[config.mk]
export PLATFORM = sky130hd
export DESIGN_NAME = dsp_top
export DESIGN_NICKNAME = d
export VERILOG_FILES = /design/src/hw/dsp_pkg.sv /design/src/hw/pulse_cmd_if.sv /design/src/hw/acq_addr_counter.sv /design/src/hw/acq_capture.sv /design/src/hw/cmd_dispatch.sv /design/src/hw/dsp_top.sv /design/src/hw/elem_cmd_reg.sv /design/src/hw/seq_fsm.sv
export SDC_FILE = /design/constraint.sdc
export NUM_CORES = 1
export LEC_CHECK = 0
export BUFFER_PORTS_ARGS = -buffer_cell sky130_fd_sc_hd__buf_2
export CAP_MARGIN = 20
export CORE_ASPECT_RATIO = 0.7
export CORE_MARGIN = 2
export CORE_UTILIZATION = 44
export DETAILED_ROUTE_END_ITERATION = 8
export GPL_ROUTABILITY_DRIVEN = 0
export PLACE_DENSITY = 0.75
export SYNTH_ARGS = -nofsm -noshare
export SYNTH_HDL_FRONTEND = slang
export SYNTH_SLANG_ARGS = --single-unit
[constraint.sdc]
create_clock -name dspif -period 2.61 [get_ports dspif]
set_input_delay 0.261 -clock dspif [delete_from_list [all_inputs] [get_ports dspif]]
set_output_delay 0.261 -clock dspif [all_outputs]
set_load 0.05 [all_outputs]
[src/hw/dsp_pkg.sv]
`default_nettype none

package dsp_pkg;

	localparam int env_width = 24;
	localparam int phase_width = 17;
	localparam int freq_width = 9;
	localparam int amp_width = 16;
	localparam int cfg_width = 4;

	localparam int env_len_lsb = 12; // length field inside envelope word.
	localparam int qdrv_env_field = 10;
	localparam int rd_env_field = 12;

	localparam int adc_width = 64;
	localparam int acq_addr_width = 13; // last address is all ones.

	localparam int flush_cycles = 2;

	// element select, low two cfg bits.
	typedef enum logic [1:0] {
		ELEM_QDRV = 2'd0,
		ELEM_RDRV = 2'd1,
		ELEM_RDLO = 2'd2,
		ELEM_NONE = 2'd3
	} elem_sel_e;

	typedef enum logic [1:0] {
		SEQ_IDLE,
		SEQ_FLUSH,
		SEQ_RUN
	} seq_state_e;

endpackage

`default_nettype wire

[src/hw/pulse_cmd_if.sv]
`default_nettype none

interface pulse_cmd_if;

	logic stb; // one cycle per command.
	logic [dsp_pkg::env_width-1:0] env_word;
	logic [dsp_pkg::amp_width-1:0] amp;
	logic [dsp_pkg::freq_width-1:0] freq;
	logic [dsp_pkg::phase_width-1:0] phase;
	logic [dsp_pkg::cfg_width-3:0] mode;

	modport disp (
		output stb, env_word, amp, freq, phase, mode
	);

	modport elem (
		input stb, env_word, amp, freq, phase, mode
	);

endinterface

`default_nettype wire

[src/hw/acq_addr_counter.sv]
`default_nettype none

module acq_addr_counter (
	input  logic dspif,
	input  logic rst_n,
	input  logic clear,
	input  logic advance,
	output logic [dsp_pkg::acq_addr_width-1:0] addr,
	output logic last
);

	assign last = &addr;

	always_ff @(posedge dspif) begin
		if (!rst_n) begin
			addr <= '0;
		end else if (clear) begin
			addr <= '0;
		end else if (advance && !last) begin
			addr <= addr + 1'b1; // locks at last address.
		end
	end

	// buffer must never wrap and overwrite captured data.
	assert property (@(posedge dspif) disable iff (!rst_n)
		last && !clear |=> addr != '0)
		else $error("acq_addr_counter: address wrapped without clear");

endmodule

`default_nettype wire

[src/hw/acq_capture.sv]
`default_nettype none

module acq_capture (
	input  logic dspif,
	input  logic rst_n,
	input  logic run,
	input  logic [dsp_pkg::acq_addr_width-1:0] addr,
	input  logic last,
	input  logic [dsp_pkg::adc_width-1:0] adc,
	output logic acq_we,
	output logic [dsp_pkg::acq_addr_width-1:0] acq_addr,
	output logic [dsp_pkg::adc_width-1:0] acq_data
);

	always_ff @(posedge dspif) begin
		if (!rst_n) begin
			acq_we <= 1'b0;
		end else begin
			acq_we <= run && !last; // no write at locked address.
		end
	end

	// data and address aligned with the write enable.
	always_ff @(posedge dspif) begin
		acq_addr <= addr;
		acq_data <= adc;
	end

endmodule

`default_nettype wire

[src/hw/cmd_dispatch.sv]
`default_nettype none

module cmd_dispatch (
	input  logic dspif,
	input  logic rst_n,
	input  logic run,
	input  logic cmd_valid,
	input  logic [dsp_pkg::env_width-1:0] cmd_env_word,
	input  logic [dsp_pkg::amp_width-1:0] cmd_amp,
	input  logic [dsp_pkg::freq_width-1:0] cmd_freq,
	input  logic [dsp_pkg::phase_width-1:0] cmd_phase,
	input  logic [dsp_pkg::cfg_width-1:0] cmd_cfg,
	output logic cmd_ready,
	pulse_cmd_if.disp qdrv,
	pulse_cmd_if.disp rdrv,
	pulse_cmd_if.disp rdlo
);

	dsp_pkg::elem_sel_e sel;
	logic accept;
	logic [2:0] sel_hot;
	logic [2:0] stb_q;
	logic [dsp_pkg::env_width-1:0] env_q;
	logic [dsp_pkg::amp_width-1:0] amp_q;
	logic [dsp_pkg::freq_width-1:0] freq_q;
	logic [dsp_pkg::phase_width-1:0] phase_q;
	logic [dsp_pkg::cfg_width-3:0] mode_q;

	assign cmd_ready = run;
	assign accept = cmd_valid && cmd_ready;
	assign sel = dsp_pkg::elem_sel_e'(cmd_cfg[1:0]);

	always_comb begin
		case (sel)
			dsp_pkg::ELEM_QDRV: sel_hot = 3'b001;
			dsp_pkg::ELEM_RDRV: sel_hot = 3'b010;
			dsp_pkg::ELEM_RDLO: sel_hot = 3'b100;
			dsp_pkg::ELEM_NONE: sel_hot = 3'b000; // accepted, dropped.
			default: sel_hot = 3'b000;
		endcase
	end

	always_ff @(posedge dspif) begin
		if (!rst_n) begin
			stb_q <= 3'b000;
		end else begin
			stb_q <= accept ? sel_hot : 3'b000;
		end
	end

	always_ff @(posedge dspif) begin
		if (accept) begin
			env_q <= cmd_env_word;
			amp_q <= cmd_amp;
			freq_q <= cmd_freq;
			phase_q <= cmd_phase;
			mode_q <= cmd_cfg[dsp_pkg::cfg_width-1:2];
		end
	end

	assign qdrv.stb = stb_q[0];
	assign rdrv.stb = stb_q[1];
	assign rdlo.stb = stb_q[2];

	// fields shared, strobe picks the element.
	assign qdrv.env_word = env_q;
	assign qdrv.amp = amp_q;
	assign qdrv.freq = freq_q;
	assign qdrv.phase = phase_q;
	assign qdrv.mode = mode_q;
	assign rdrv.env_word = env_q;
	assign rdrv.amp = amp_q;
	assign rdrv.freq = freq_q;
	assign rdrv.phase = phase_q;
	assign rdrv.mode = mode_q;
	assign rdlo.env_word = env_q;
	assign rdlo.amp = amp_q;
	assign rdlo.freq = freq_q;
	assign rdlo.phase = phase_q;
	assign rdlo.mode = mode_q;

	assert property (@(posedge dspif) disable iff (!rst_n)
		$onehot0({qdrv.stb, rdrv.stb, rdlo.stb}))
		else $error("cmd_dispatch: command routed to more than one element");

endmodule

`default_nettype wire

[src/hw/dsp_top.sv]
`default_nettype none

module dsp_top (
	input  logic dspif,
	input  logic rst_n,
	input  logic start,
	input  logic cmd_valid,
	input  logic [dsp_pkg::env_width-1:0] cmd_env_word,
	input  logic [dsp_pkg::amp_width-1:0] cmd_amp,
	input  logic [dsp_pkg::freq_width-1:0] cmd_freq,
	input  logic [dsp_pkg::phase_width-1:0] cmd_phase,
	input  logic [dsp_pkg::cfg_width-1:0] cmd_cfg,
	input  logic [dsp_pkg::adc_width-1:0] adc,
	output logic cmd_ready,
	output logic qdrv_stb,
	output logic [dsp_pkg::qdrv_env_field-1:0] qdrv_env_start,
	output logic [dsp_pkg::qdrv_env_field-1:0] qdrv_env_length,
	output logic [dsp_pkg::amp_width-1:0] qdrv_amp,
	output logic [dsp_pkg::freq_width-1:0] qdrv_freq,
	output logic [dsp_pkg::phase_width-1:0] qdrv_phase,
	output logic [dsp_pkg::cfg_width-3:0] qdrv_mode,
	output logic rdrv_stb,
	output logic [dsp_pkg::rd_env_field-1:0] rdrv_env_start,
	output logic [dsp_pkg::rd_env_field-1:0] rdrv_env_length,
	output logic [dsp_pkg::amp_width-1:0] rdrv_amp,
	output logic [dsp_pkg::freq_width-1:0] rdrv_freq,
	output logic [dsp_pkg::phase_width-1:0] rdrv_phase,
	output logic [dsp_pkg::cfg_width-3:0] rdrv_mode,
	output logic rdlo_stb,
	output logic [dsp_pkg::rd_env_field-1:0] rdlo_env_start,
	output logic [dsp_pkg::rd_env_field-1:0] rdlo_env_length,
	output logic [dsp_pkg::amp_width-1:0] rdlo_amp,
	output logic [dsp_pkg::freq_width-1:0] rdlo_freq,
	output logic [dsp_pkg::phase_width-1:0] rdlo_phase,
	output logic [dsp_pkg::cfg_width-3:0] rdlo_mode,
	output logic acq_we,
	output logic [dsp_pkg::acq_addr_width-1:0] acq_addr,
	output logic [dsp_pkg::adc_width-1:0] acq_data
);

	logic run;
	logic elem_clear;
	logic acq_clear;
	logic acq_run;
	logic [dsp_pkg::acq_addr_width-1:0] cnt_addr;
	logic cnt_last;

	pulse_cmd_if qdrv_cmd ();
	pulse_cmd_if rdrv_cmd ();
	pulse_cmd_if rdlo_cmd ();

	seq_fsm i_seq_fsm (
		.dspif(dspif),
		.rst_n(rst_n),
		.start(start),
		.run(run),
		.elem_clear(elem_clear),
		.acq_clear(acq_clear),
		.acq_run(acq_run)
	);

	cmd_dispatch i_cmd_dispatch (
		.dspif(dspif),
		.rst_n(rst_n),
		.run(run),
		.cmd_valid(cmd_valid),
		.cmd_env_word(cmd_env_word),
		.cmd_amp(cmd_amp),
		.cmd_freq(cmd_freq),
		.cmd_phase(cmd_phase),
		.cmd_cfg(cmd_cfg),
		.cmd_ready(cmd_ready),
		.qdrv(qdrv_cmd.disp),
		.rdrv(rdrv_cmd.disp),
		.rdlo(rdlo_cmd.disp)
	);

	elem_cmd_reg #(
		.env_field(dsp_pkg::qdrv_env_field)
	) i_qdrv_reg (
		.dspif(dspif),
		.rst_n(rst_n),
		.clear(elem_clear),
		.cmd(qdrv_cmd.elem),
		.stb(qdrv_stb),
		.env_start(qdrv_env_start),
		.env_length(qdrv_env_length),
		.amp(qdrv_amp),
		.freq(qdrv_freq),
		.phase(qdrv_phase),
		.mode(qdrv_mode)
	);

	elem_cmd_reg #(
		.env_field(dsp_pkg::rd_env_field)
	) i_rdrv_reg (
		.dspif(dspif),
		.rst_n(rst_n),
		.clear(elem_clear),
		.cmd(rdrv_cmd.elem),
		.stb(rdrv_stb),
		.env_start(rdrv_env_start),
		.env_length(rdrv_env_length),
		.amp(rdrv_amp),
		.freq(rdrv_freq),
		.phase(rdrv_phase),
		.mode(rdrv_mode)
	);

	elem_cmd_reg #(
		.env_field(dsp_pkg::rd_env_field)
	) i_rdlo_reg (
		.dspif(dspif),
		.rst_n(rst_n),
		.clear(elem_clear),
		.cmd(rdlo_cmd.elem),
		.stb(rdlo_stb),
		.env_start(rdlo_env_start),
		.env_length(rdlo_env_length),
		.amp(rdlo_amp),
		.freq(rdlo_freq),
		.phase(rdlo_phase),
		.mode(rdlo_mode)
	);

	acq_addr_counter i_acq_addr_counter (
		.dspif(dspif),
		.rst_n(rst_n),
		.clear(acq_clear),
		.advance(acq_run),
		.addr(cnt_addr),
		.last(cnt_last)
	);

	acq_capture i_acq_capture (
		.dspif(dspif),
		.rst_n(rst_n),
		.run(acq_run),
		.addr(cnt_addr),
		.last(cnt_last),
		.adc(adc),
		.acq_we(acq_we),
		.acq_addr(acq_addr),
		.acq_data(acq_data)
	);

endmodule

`default_nettype wire

[src/hw/elem_cmd_reg.sv]
`default_nettype none

module elem_cmd_reg #(
	parameter int env_field = dsp_pkg::rd_env_field
) (
	input  logic dspif,
	input  logic rst_n,
	input  logic clear,
	pulse_cmd_if.elem cmd,
	output logic stb,
	output logic [env_field-1:0] env_start,
	output logic [env_field-1:0] env_length,
	output logic [dsp_pkg::amp_width-1:0] amp,
	output logic [dsp_pkg::freq_width-1:0] freq,
	output logic [dsp_pkg::phase_width-1:0] phase,
	output logic [dsp_pkg::cfg_width-3:0] mode
);

	always_ff @(posedge dspif) begin
		if (!rst_n || clear) begin
			stb <= 1'b0;
			env_start <= '0;
			env_length <= '0;
			amp <= '0;
			freq <= '0;
			phase <= '0;
			mode <= '0;
		end else begin
			stb <= cmd.stb;
			if (cmd.stb) begin
				env_start <= cmd.env_word[env_field-1:0];
				env_length <= cmd.env_word[dsp_pkg::env_len_lsb +: env_field];
				amp <= cmd.amp;
				freq <= cmd.freq;
				phase <= cmd.phase;
				mode <= cmd.mode;
			end
		end
	end

endmodule

`default_nettype wire

[src/hw/seq_fsm.sv]
`default_nettype none

module seq_fsm (
	input  logic dspif,
	input  logic rst_n,
	input  logic start,
	output logic run,
	output logic elem_clear,
	output logic acq_clear,
	output logic acq_run
);

	dsp_pkg::seq_state_e state;
	logic [$clog2(dsp_pkg::flush_cycles + 1)-1:0] flush_cnt;

	always_ff @(posedge dspif) begin
		if (!rst_n) begin
			state <= dsp_pkg::SEQ_IDLE;
			flush_cnt <= '0;
		end else if (start) begin
			state <= dsp_pkg::SEQ_FLUSH; // restart from any state.
			flush_cnt <= '0;
		end else begin
			case (state)
				dsp_pkg::SEQ_FLUSH: begin
					if (int'(flush_cnt) == dsp_pkg::flush_cycles - 1) begin
						state <= dsp_pkg::SEQ_RUN;
					end else begin
						flush_cnt <= flush_cnt + 1'b1;
					end
				end
				dsp_pkg::SEQ_RUN: begin
					state <= dsp_pkg::SEQ_RUN;
				end
				default: begin
					state <= dsp_pkg::SEQ_IDLE; // wait for first start.
				end
			endcase
		end
	end

	assign run = (state == dsp_pkg::SEQ_RUN);
	assign acq_run = (state == dsp_pkg::SEQ_RUN);
	assign elem_clear = (state == dsp_pkg::SEQ_FLUSH);
	assign acq_clear = (state == dsp_pkg::SEQ_FLUSH);

	// pulse path stays closed for the whole flush window.
	assert property (@(posedge dspif) disable iff (!rst_n)
		start |=> !run ##1 !run)
		else $error("seq_fsm: run raised inside flush window");

endmodule

`default_nettype wire

# Word level (Yosys, flattened, before mapping)
# Cells that the tools add are included.
[totals]
in_bits = 138
wordCells = 61
reg_bits = 369
output_inout_bits = 282
[classes]
bitwise = 2
n_addsub = 2
n_eq_ne = 8
muxes = 4
n_reduce_logical = 11
[ops]
columns = ["cell", "n"]
rows = [
  ["13-bit by 1-bit adder with 13-bit output (second input constant)", 1],
  ["13-bit AND reduction", 1],
  ["3-bit one-hot mux with 4 select lines", 1],
  ["2-bit equality test (second input constant)", 4],
  ["2-bit by 1-bit equality test with 1-bit output (second input constant)", 2],
  ["2-bit one-hot mux with 2 select lines", 1],
  ["2-bit AND reduction", 2],
  ["2-bit OR reduction", 2],
  ["3-bit != test (second input constant)", 1],
  ["2-bit by 1-bit adder with 2-bit output (second input constant)", 1],
  ["1-bit logical AND", 2],
  ["1-bit logical NOT", 2],
  ["2-bit logical NOT", 1],
  ["2-bit 2-to-1 mux", 1],
  ["2-bit != test (second input constant)", 1],
  ["1-bit inverter", 2],
  ["1-bit logical OR", 1],
  ["1-bit 2-to-1 mux", 1],
]

# Depth between registers and ports, before layout
[depth]
ltp_word = 4
ltp_mapped = 7
depth_no_buf = 6

# Modules after synthesis
# From an unflattened synthesis, not the netlist that was laid out.
[unflattened]
hier_cells = 1048
area_unflattened_um2 = 12897.4
[modules_own_cells]
columns = ["mod", "seq_area_each_um2", "area_per_inst_um2", "cells_each", "n_inst"]
rows = [
  ["elem_cmd_reg (i_rdlo_reg ...)", 1381.3, 2448.6, 224, 2],
  ["cmd_dispatch", 2102.0, 3178.0, 213, 1],
  ["elem_cmd_reg (i_qdrv_reg)", 1301.2, 2348.5, 210, 1],
  ["acq_capture", 1561.5, 1570.3, 79, 1],
  ["acq_addr_counter", 260.2, 670.6, 74, 1],
  ["seq_fsm", 80.1, 232.7, 24, 1],
]

# Worst setup path before layout
# Ideal clock, no wire load.
[synth_timing]
kind = "register to register"
start = "register i_seq_fsm.state[0]"
end = "register i_cmd_dispatch.stb_q[2]"
setup_ns = 0.082
synth_period_minus_slack_ns = 3.207
path_slack_ns = -0.597
stages_incl_launch_ff = 6
required_ns = 2.528
arrival_time_ns = 3.125
n_path_buf = 0
cell_sequence = "dfxtp_1 -> inv_1 -> ha_1 -> and2_1 -> nand2_1 -> nor3b_1"
[synth_between]
elab_chain_cells = 3
[synth_rtl]
columns = ["element", "line_no", "source"]
rows = [
  ["start: declaration", "seq_fsm.sv:13", "dsp_pkg::seq_state_e state;"],
  ["start signal: assignment", "seq_fsm.sv:18", "state <= dsp_pkg::SEQ_IDLE;"],
  ["start signal: assignment", "seq_fsm.sv:21", "state <= dsp_pkg::SEQ_FLUSH;"],
  ["start signal: assignment", "seq_fsm.sv:27", "state <= dsp_pkg::SEQ_RUN;"],
  ["2-bit equality test", "seq_fsm.sv:42", "assign run = (state == dsp_pkg::SEQ_RUN);"],
  ["named net cmd_ready", "dsp_top.sv:14", "output logic cmd_ready,"],
  ["1-bit logical AND", "cmd_dispatch.sv:30", "assign accept = cmd_valid && cmd_ready;"],
  ["named net i_cmd_dispatch.accept", "cmd_dispatch.sv:20", "logic accept;"],
  ["2-bit AND reduction (no source line)", "n/a", ""],
  ["end signal: assignment", "cmd_dispatch.sv:47", "stb_q <= accept ? sel_hot : 3'b000;"],
  ["end: declaration", "cmd_dispatch.sv:22", "logic [2:0] stb_q;"],
]
# The timed path passes the listed nets, and every way through them passes these cells.
# A chain may end at the register's enable or synchronous reset.

# Worst setup path in the final report
[layout_timing]
start = "register i_seq_fsm.state[0]"
end = "register i_cmd_dispatch.stb_q[2]"
[layout_between]
elab_chain_cells = 3
[layout_rtl]
columns = ["element", "line_no"]
rows = [
  ["2-bit equality test", "seq_fsm.sv:42"],
  ["1-bit logical AND", "cmd_dispatch.sv:30"],
  ["named net i_cmd_dispatch.accept", "cmd_dispatch.sv:20"],
  ["2-bit AND reduction (no source line)", "n/a"],
]
# The timed path passes the listed nets, and every way through them passes these cells.

==> results.json <==
{
  "status": "completed",
  "grt_max_degree": 70,
  "numCtsBuffers": 35,
  "p_leak_nw": 6.99,
  "gr-total-overflow": 0,
  "numPortBuffers": 419,
  "yosysUniqueCellTypes": 38,
  "root_buffer": "clkbuf_16",
  "drt_first_pass_iters": 5,
  "start_util_pct": 44.9,
  "path_cells": "inv_1 -> ha_1 -> and2_4 -> buf_12 -> nand2_1 -> nor3b_1 -> dlygate4sd3_1",
  "clock-sinks": 369,
  "whs_endpoint": "i_seq_fsm.state[0]",
  "finalHoldViolations": 0,
  "power.total_mw": 11.8,
  "clk_pin_slew_ns": 0.06,
  "seq_area_frac_synth_pct": 69.7,
  "r2r-end": "i_cmd_dispatch.stb_q[2]",
  "clk_path_buf_depth": 3,
  "drt-total-wl_um": 31400,
  "post_dp_cell_area_um2": 14100,
  "cts_resized": 0,
  "slew_viol_final": 0,
  "netlist.area_leader.share_pct": 52.1,
  "syn-num-nets": 1040,
  "crit_arrival_ns": 2.70,
  "p_int_mw": 9.24,
  "dieArea_um2": 27600,
  "min_path_type": "input pin to flip-flop",
  "vdd_drop_max_mv": 0.669,
  "dr.first_iter.drc_count": 369,
  "antenna_found_initial": 0,
  "rsz0062_at_grt": "no",
  "switchingPower_mw": 2.59,
  "power_frac_comb_pct": 5.8,
  "wl_per_cell_um": 17.4,
  "io_pins": 420,
  "crit_required_ns": 3.06,
  "vias": 8631,
  "clockPowerShare_pct": 44.4,
  "cts_tree": "yes",
  "nets": 1595,
  "fmax_mhz": 443,
  "fin_util_pct": 64.5,
  "grt_first_pass_wirelength_um": 47700,
  "ys_seq_elements": 369,
  "period_share_pct": 86.5,
  "hp-start": "rst_n",
  "yosys_warnings": 0,
  "diodes": 0,
  "die_w_um": 198,
  "avgSynthCellArea_um2": 12.9,
  "area_delta_synth_final_pct": 43.6,
  "r2r_cells": 7,
  "synth_area_leaders": "dfxtp_1 52%, edfxtp_1 18%, mux2i_1 17%",
  "synth.largest_area_cell": "dfxtp_1",
  "placedCellCount": 1611,
  "worst_pin_slew_ns": 0.725,
  "core_area_um2": 25700,
  "insertion_delay_ns": 0.52,
  "row_count": 49,
  "final.min_clock_period_ns": 2.26,
  "cts_setup_buffers": 0,
  "ant_nets": 0,
  "min_path_cells": 2,
  "post-dp-hpwl_um": 19400,
  "power_frac_seq_pct": 49.9,
  "swShare_pct": 21.9,
  "clock_skew_ns": 0.0119,
  "maxCapViolCount": 0,
  "finalSetupTns_ns": 0,
  "stdcell_count": 1811,
  "rrSetupSlack_ns": 0.35,
  "final_design_area_no_fill_um2": 16600,
  "synth_area_um2": 11600,
  "postSynthCellCount": 898,
  "cp-start-kind": "flip-flop",
  "worstPathMaxFanout": 69,
  "grt_usage_pct": 22.0,
  "cp-end-kind": "flip-flop",
  "grt_pass1_vias": 8863,
  "reg2reg_from": "i_seq_fsm.state[0]",
  "relSlewSlack_pct": 51.6,
  "cts.htree.levels": 2,
  "final_common_cell": "buf_2",
  "cp_slowest_cell": "dlygate4sd3_1",
  "avgViaCountPerCell": 4.77,
  "path_class": "flip-flop to flip-flop",
  "drcViolationCount": 0,
  "drive_gt1_share_pct": 33.6,
  "cellPowerDensity_nw_per_um2": 712,
  "layout_common_cells": "419 x buf_2, 298 x dfxtp_1, 209 x nor2_1, 201 x mux2i_1, 136 x dlygate4sd3_1",
  "slowest_delay_ns": 0.56,
  "setup_violations": 0,
  "die_y_um": 140
}
==> worst max path at each step <==
stage / start / slack, ns / end / cells past startpoint
detailed placement: i_acq_addr_counter.addr[0] / 0.84 / i_acq_addr_counter.addr[2] / 5
CTS: i_seq_fsm.state[0] / 0.35 / i_cmd_dispatch.stb_q[2] / 7
floorplan: i_seq_fsm.state[0] / 0.17 / i_cmd_dispatch.stb_q[2] / 5
global placement: i_seq_fsm.state[0] / 0.90 / i_acq_addr_counter.addr[11] / 6
global route: i_seq_fsm.state[0] / 0.15 / i_cmd_dispatch.stb_q[2] / 7
finish: i_seq_fsm.state[0] / 0.35 / i_cmd_dispatch.stb_q[2] / 7
==> layout make-up <==
type / instances / area, µm²
multi-input cells: 478 / 3300
clock buffers: 47 / 993
inverters: 4 / 15.0
clock inverters: 17 / 203
well taps: 331 / 414
fillers: 1890 / 9130
flip-flops and latches: 369 / 8080
repair buffers: 565 / 3610
==> cells by family (layout without fill, tap and decap cells) <==
group | after synthesis | count (layout) | share of synthesized area, %
compound gates | 21 | 21 | 1.15
simple gates | 248 | 248 | 9.19
xor+xnor | 4 | 4 | 0.303
buf+inv | 51 | 633 | 1.81
fa+ha+maj | 4 | 4 | 0.433
mux | 201 | 201 | 17.4
flops | 369 | 369 | 69.7
==> Yosys cell counts <==
cell,count
xor2_1,3
nand4_1,1
xnor2_1,1
nand2b_1,3
inv_1,4
a21oi_1,10
ha_1,4
clkbuf_1,31
o21ai_0,4
nor2b_1,3
and2_1,6
nand3_1,2
o311ai_2,1
or4_1,1
edfxtp_1,68
o211ai_1,1
o2111ai_1,1
nor3_1,1
o41ai_1,1
dfxtp_1,301
and4_2,1
nand4_4,2
a211oi_1,1
nor3_2,1
a31oi_1,1
and3_2,1
and4_4,1
buf_1,2
or4_4,1
and4_1,1
or3_1,3
o31ai_1,1
nor3b_1,3
buf_2,14
mux2i_1,201
and3_1,1
nand2_1,7
nor2_1,209
==> stage by stage <==
step	setup slack [ns]	hold WS [ns]
after floorplan	0.165	0.289
after global placement	0.895	0.363
after detailed placement	0.843	0.365
after global routing	0.150	0.0713
after CTS	0.350	0.0609
final	0.351	0.0851
==> critical path: cells and delay by family (launching register included) <==
family / cells / cell delay, ns
adders and majority gates: 1 / 0.29
buffers and inverters: 3 / 0.99
DFF: 1 / 0.33
and+or+nand+nor: 3 / 0.57
==> state kept, by name, indices dropped and copies added, names as in the netlist, 13 cells and up <==
name	flops
i_qdrv_reg.amp	16
i_rdrv_reg.phase	17
i_cmd_dispatch.qdrv.amp	16
i_qdrv_reg.phase	17
i_cmd_dispatch.qdrv.phase	17
i_acq_capture.acq_data	64
i_rdlo_reg.amp	16
i_rdrv_reg.amp	16
i_acq_capture.acq_addr	13
i_cmd_dispatch.qdrv.env_word	24
i_rdlo_reg.phase	17
i_acq_addr_counter.addr	13
==> power groups by stage <==
stage,registers (mW),logic [mW],clock network [mW]
6_report,5.90,0.681,5.25
4_1_cts,5.90,0.669,5.34
5_1_grt,5.90,0.717,5.56
3_3_place_gp,6.02,0.502,0
3_5_place_dp,6.02,0.509,0
2_1_floorplan,6.23,0.0988,0
==> routing by layer <==
metal | track usage, % | share of wire [%] | wire, µm | vias up
met5 | 0 | 0 | 0 | -
met4 | 8.67 | 3.1 | 985 | 0
met3 | 5.72 | 6.7 | 2100 | 66
met2 | 37.8 | 49 | 15400 | 321
met1 | 26.3 | 41 | 12900 | 4102
li1 | - | - | - | 4142
==> timing repair <==
| item | 4_1_cts | 5_1_grt |
|---|---|---|
| hold buffers | 136 | 0 |
| endpoints found under the hold margin | 136 | 0 |
| setup endpoints to repair | 0 | 0 |
(Power assumes the default switching activity.)
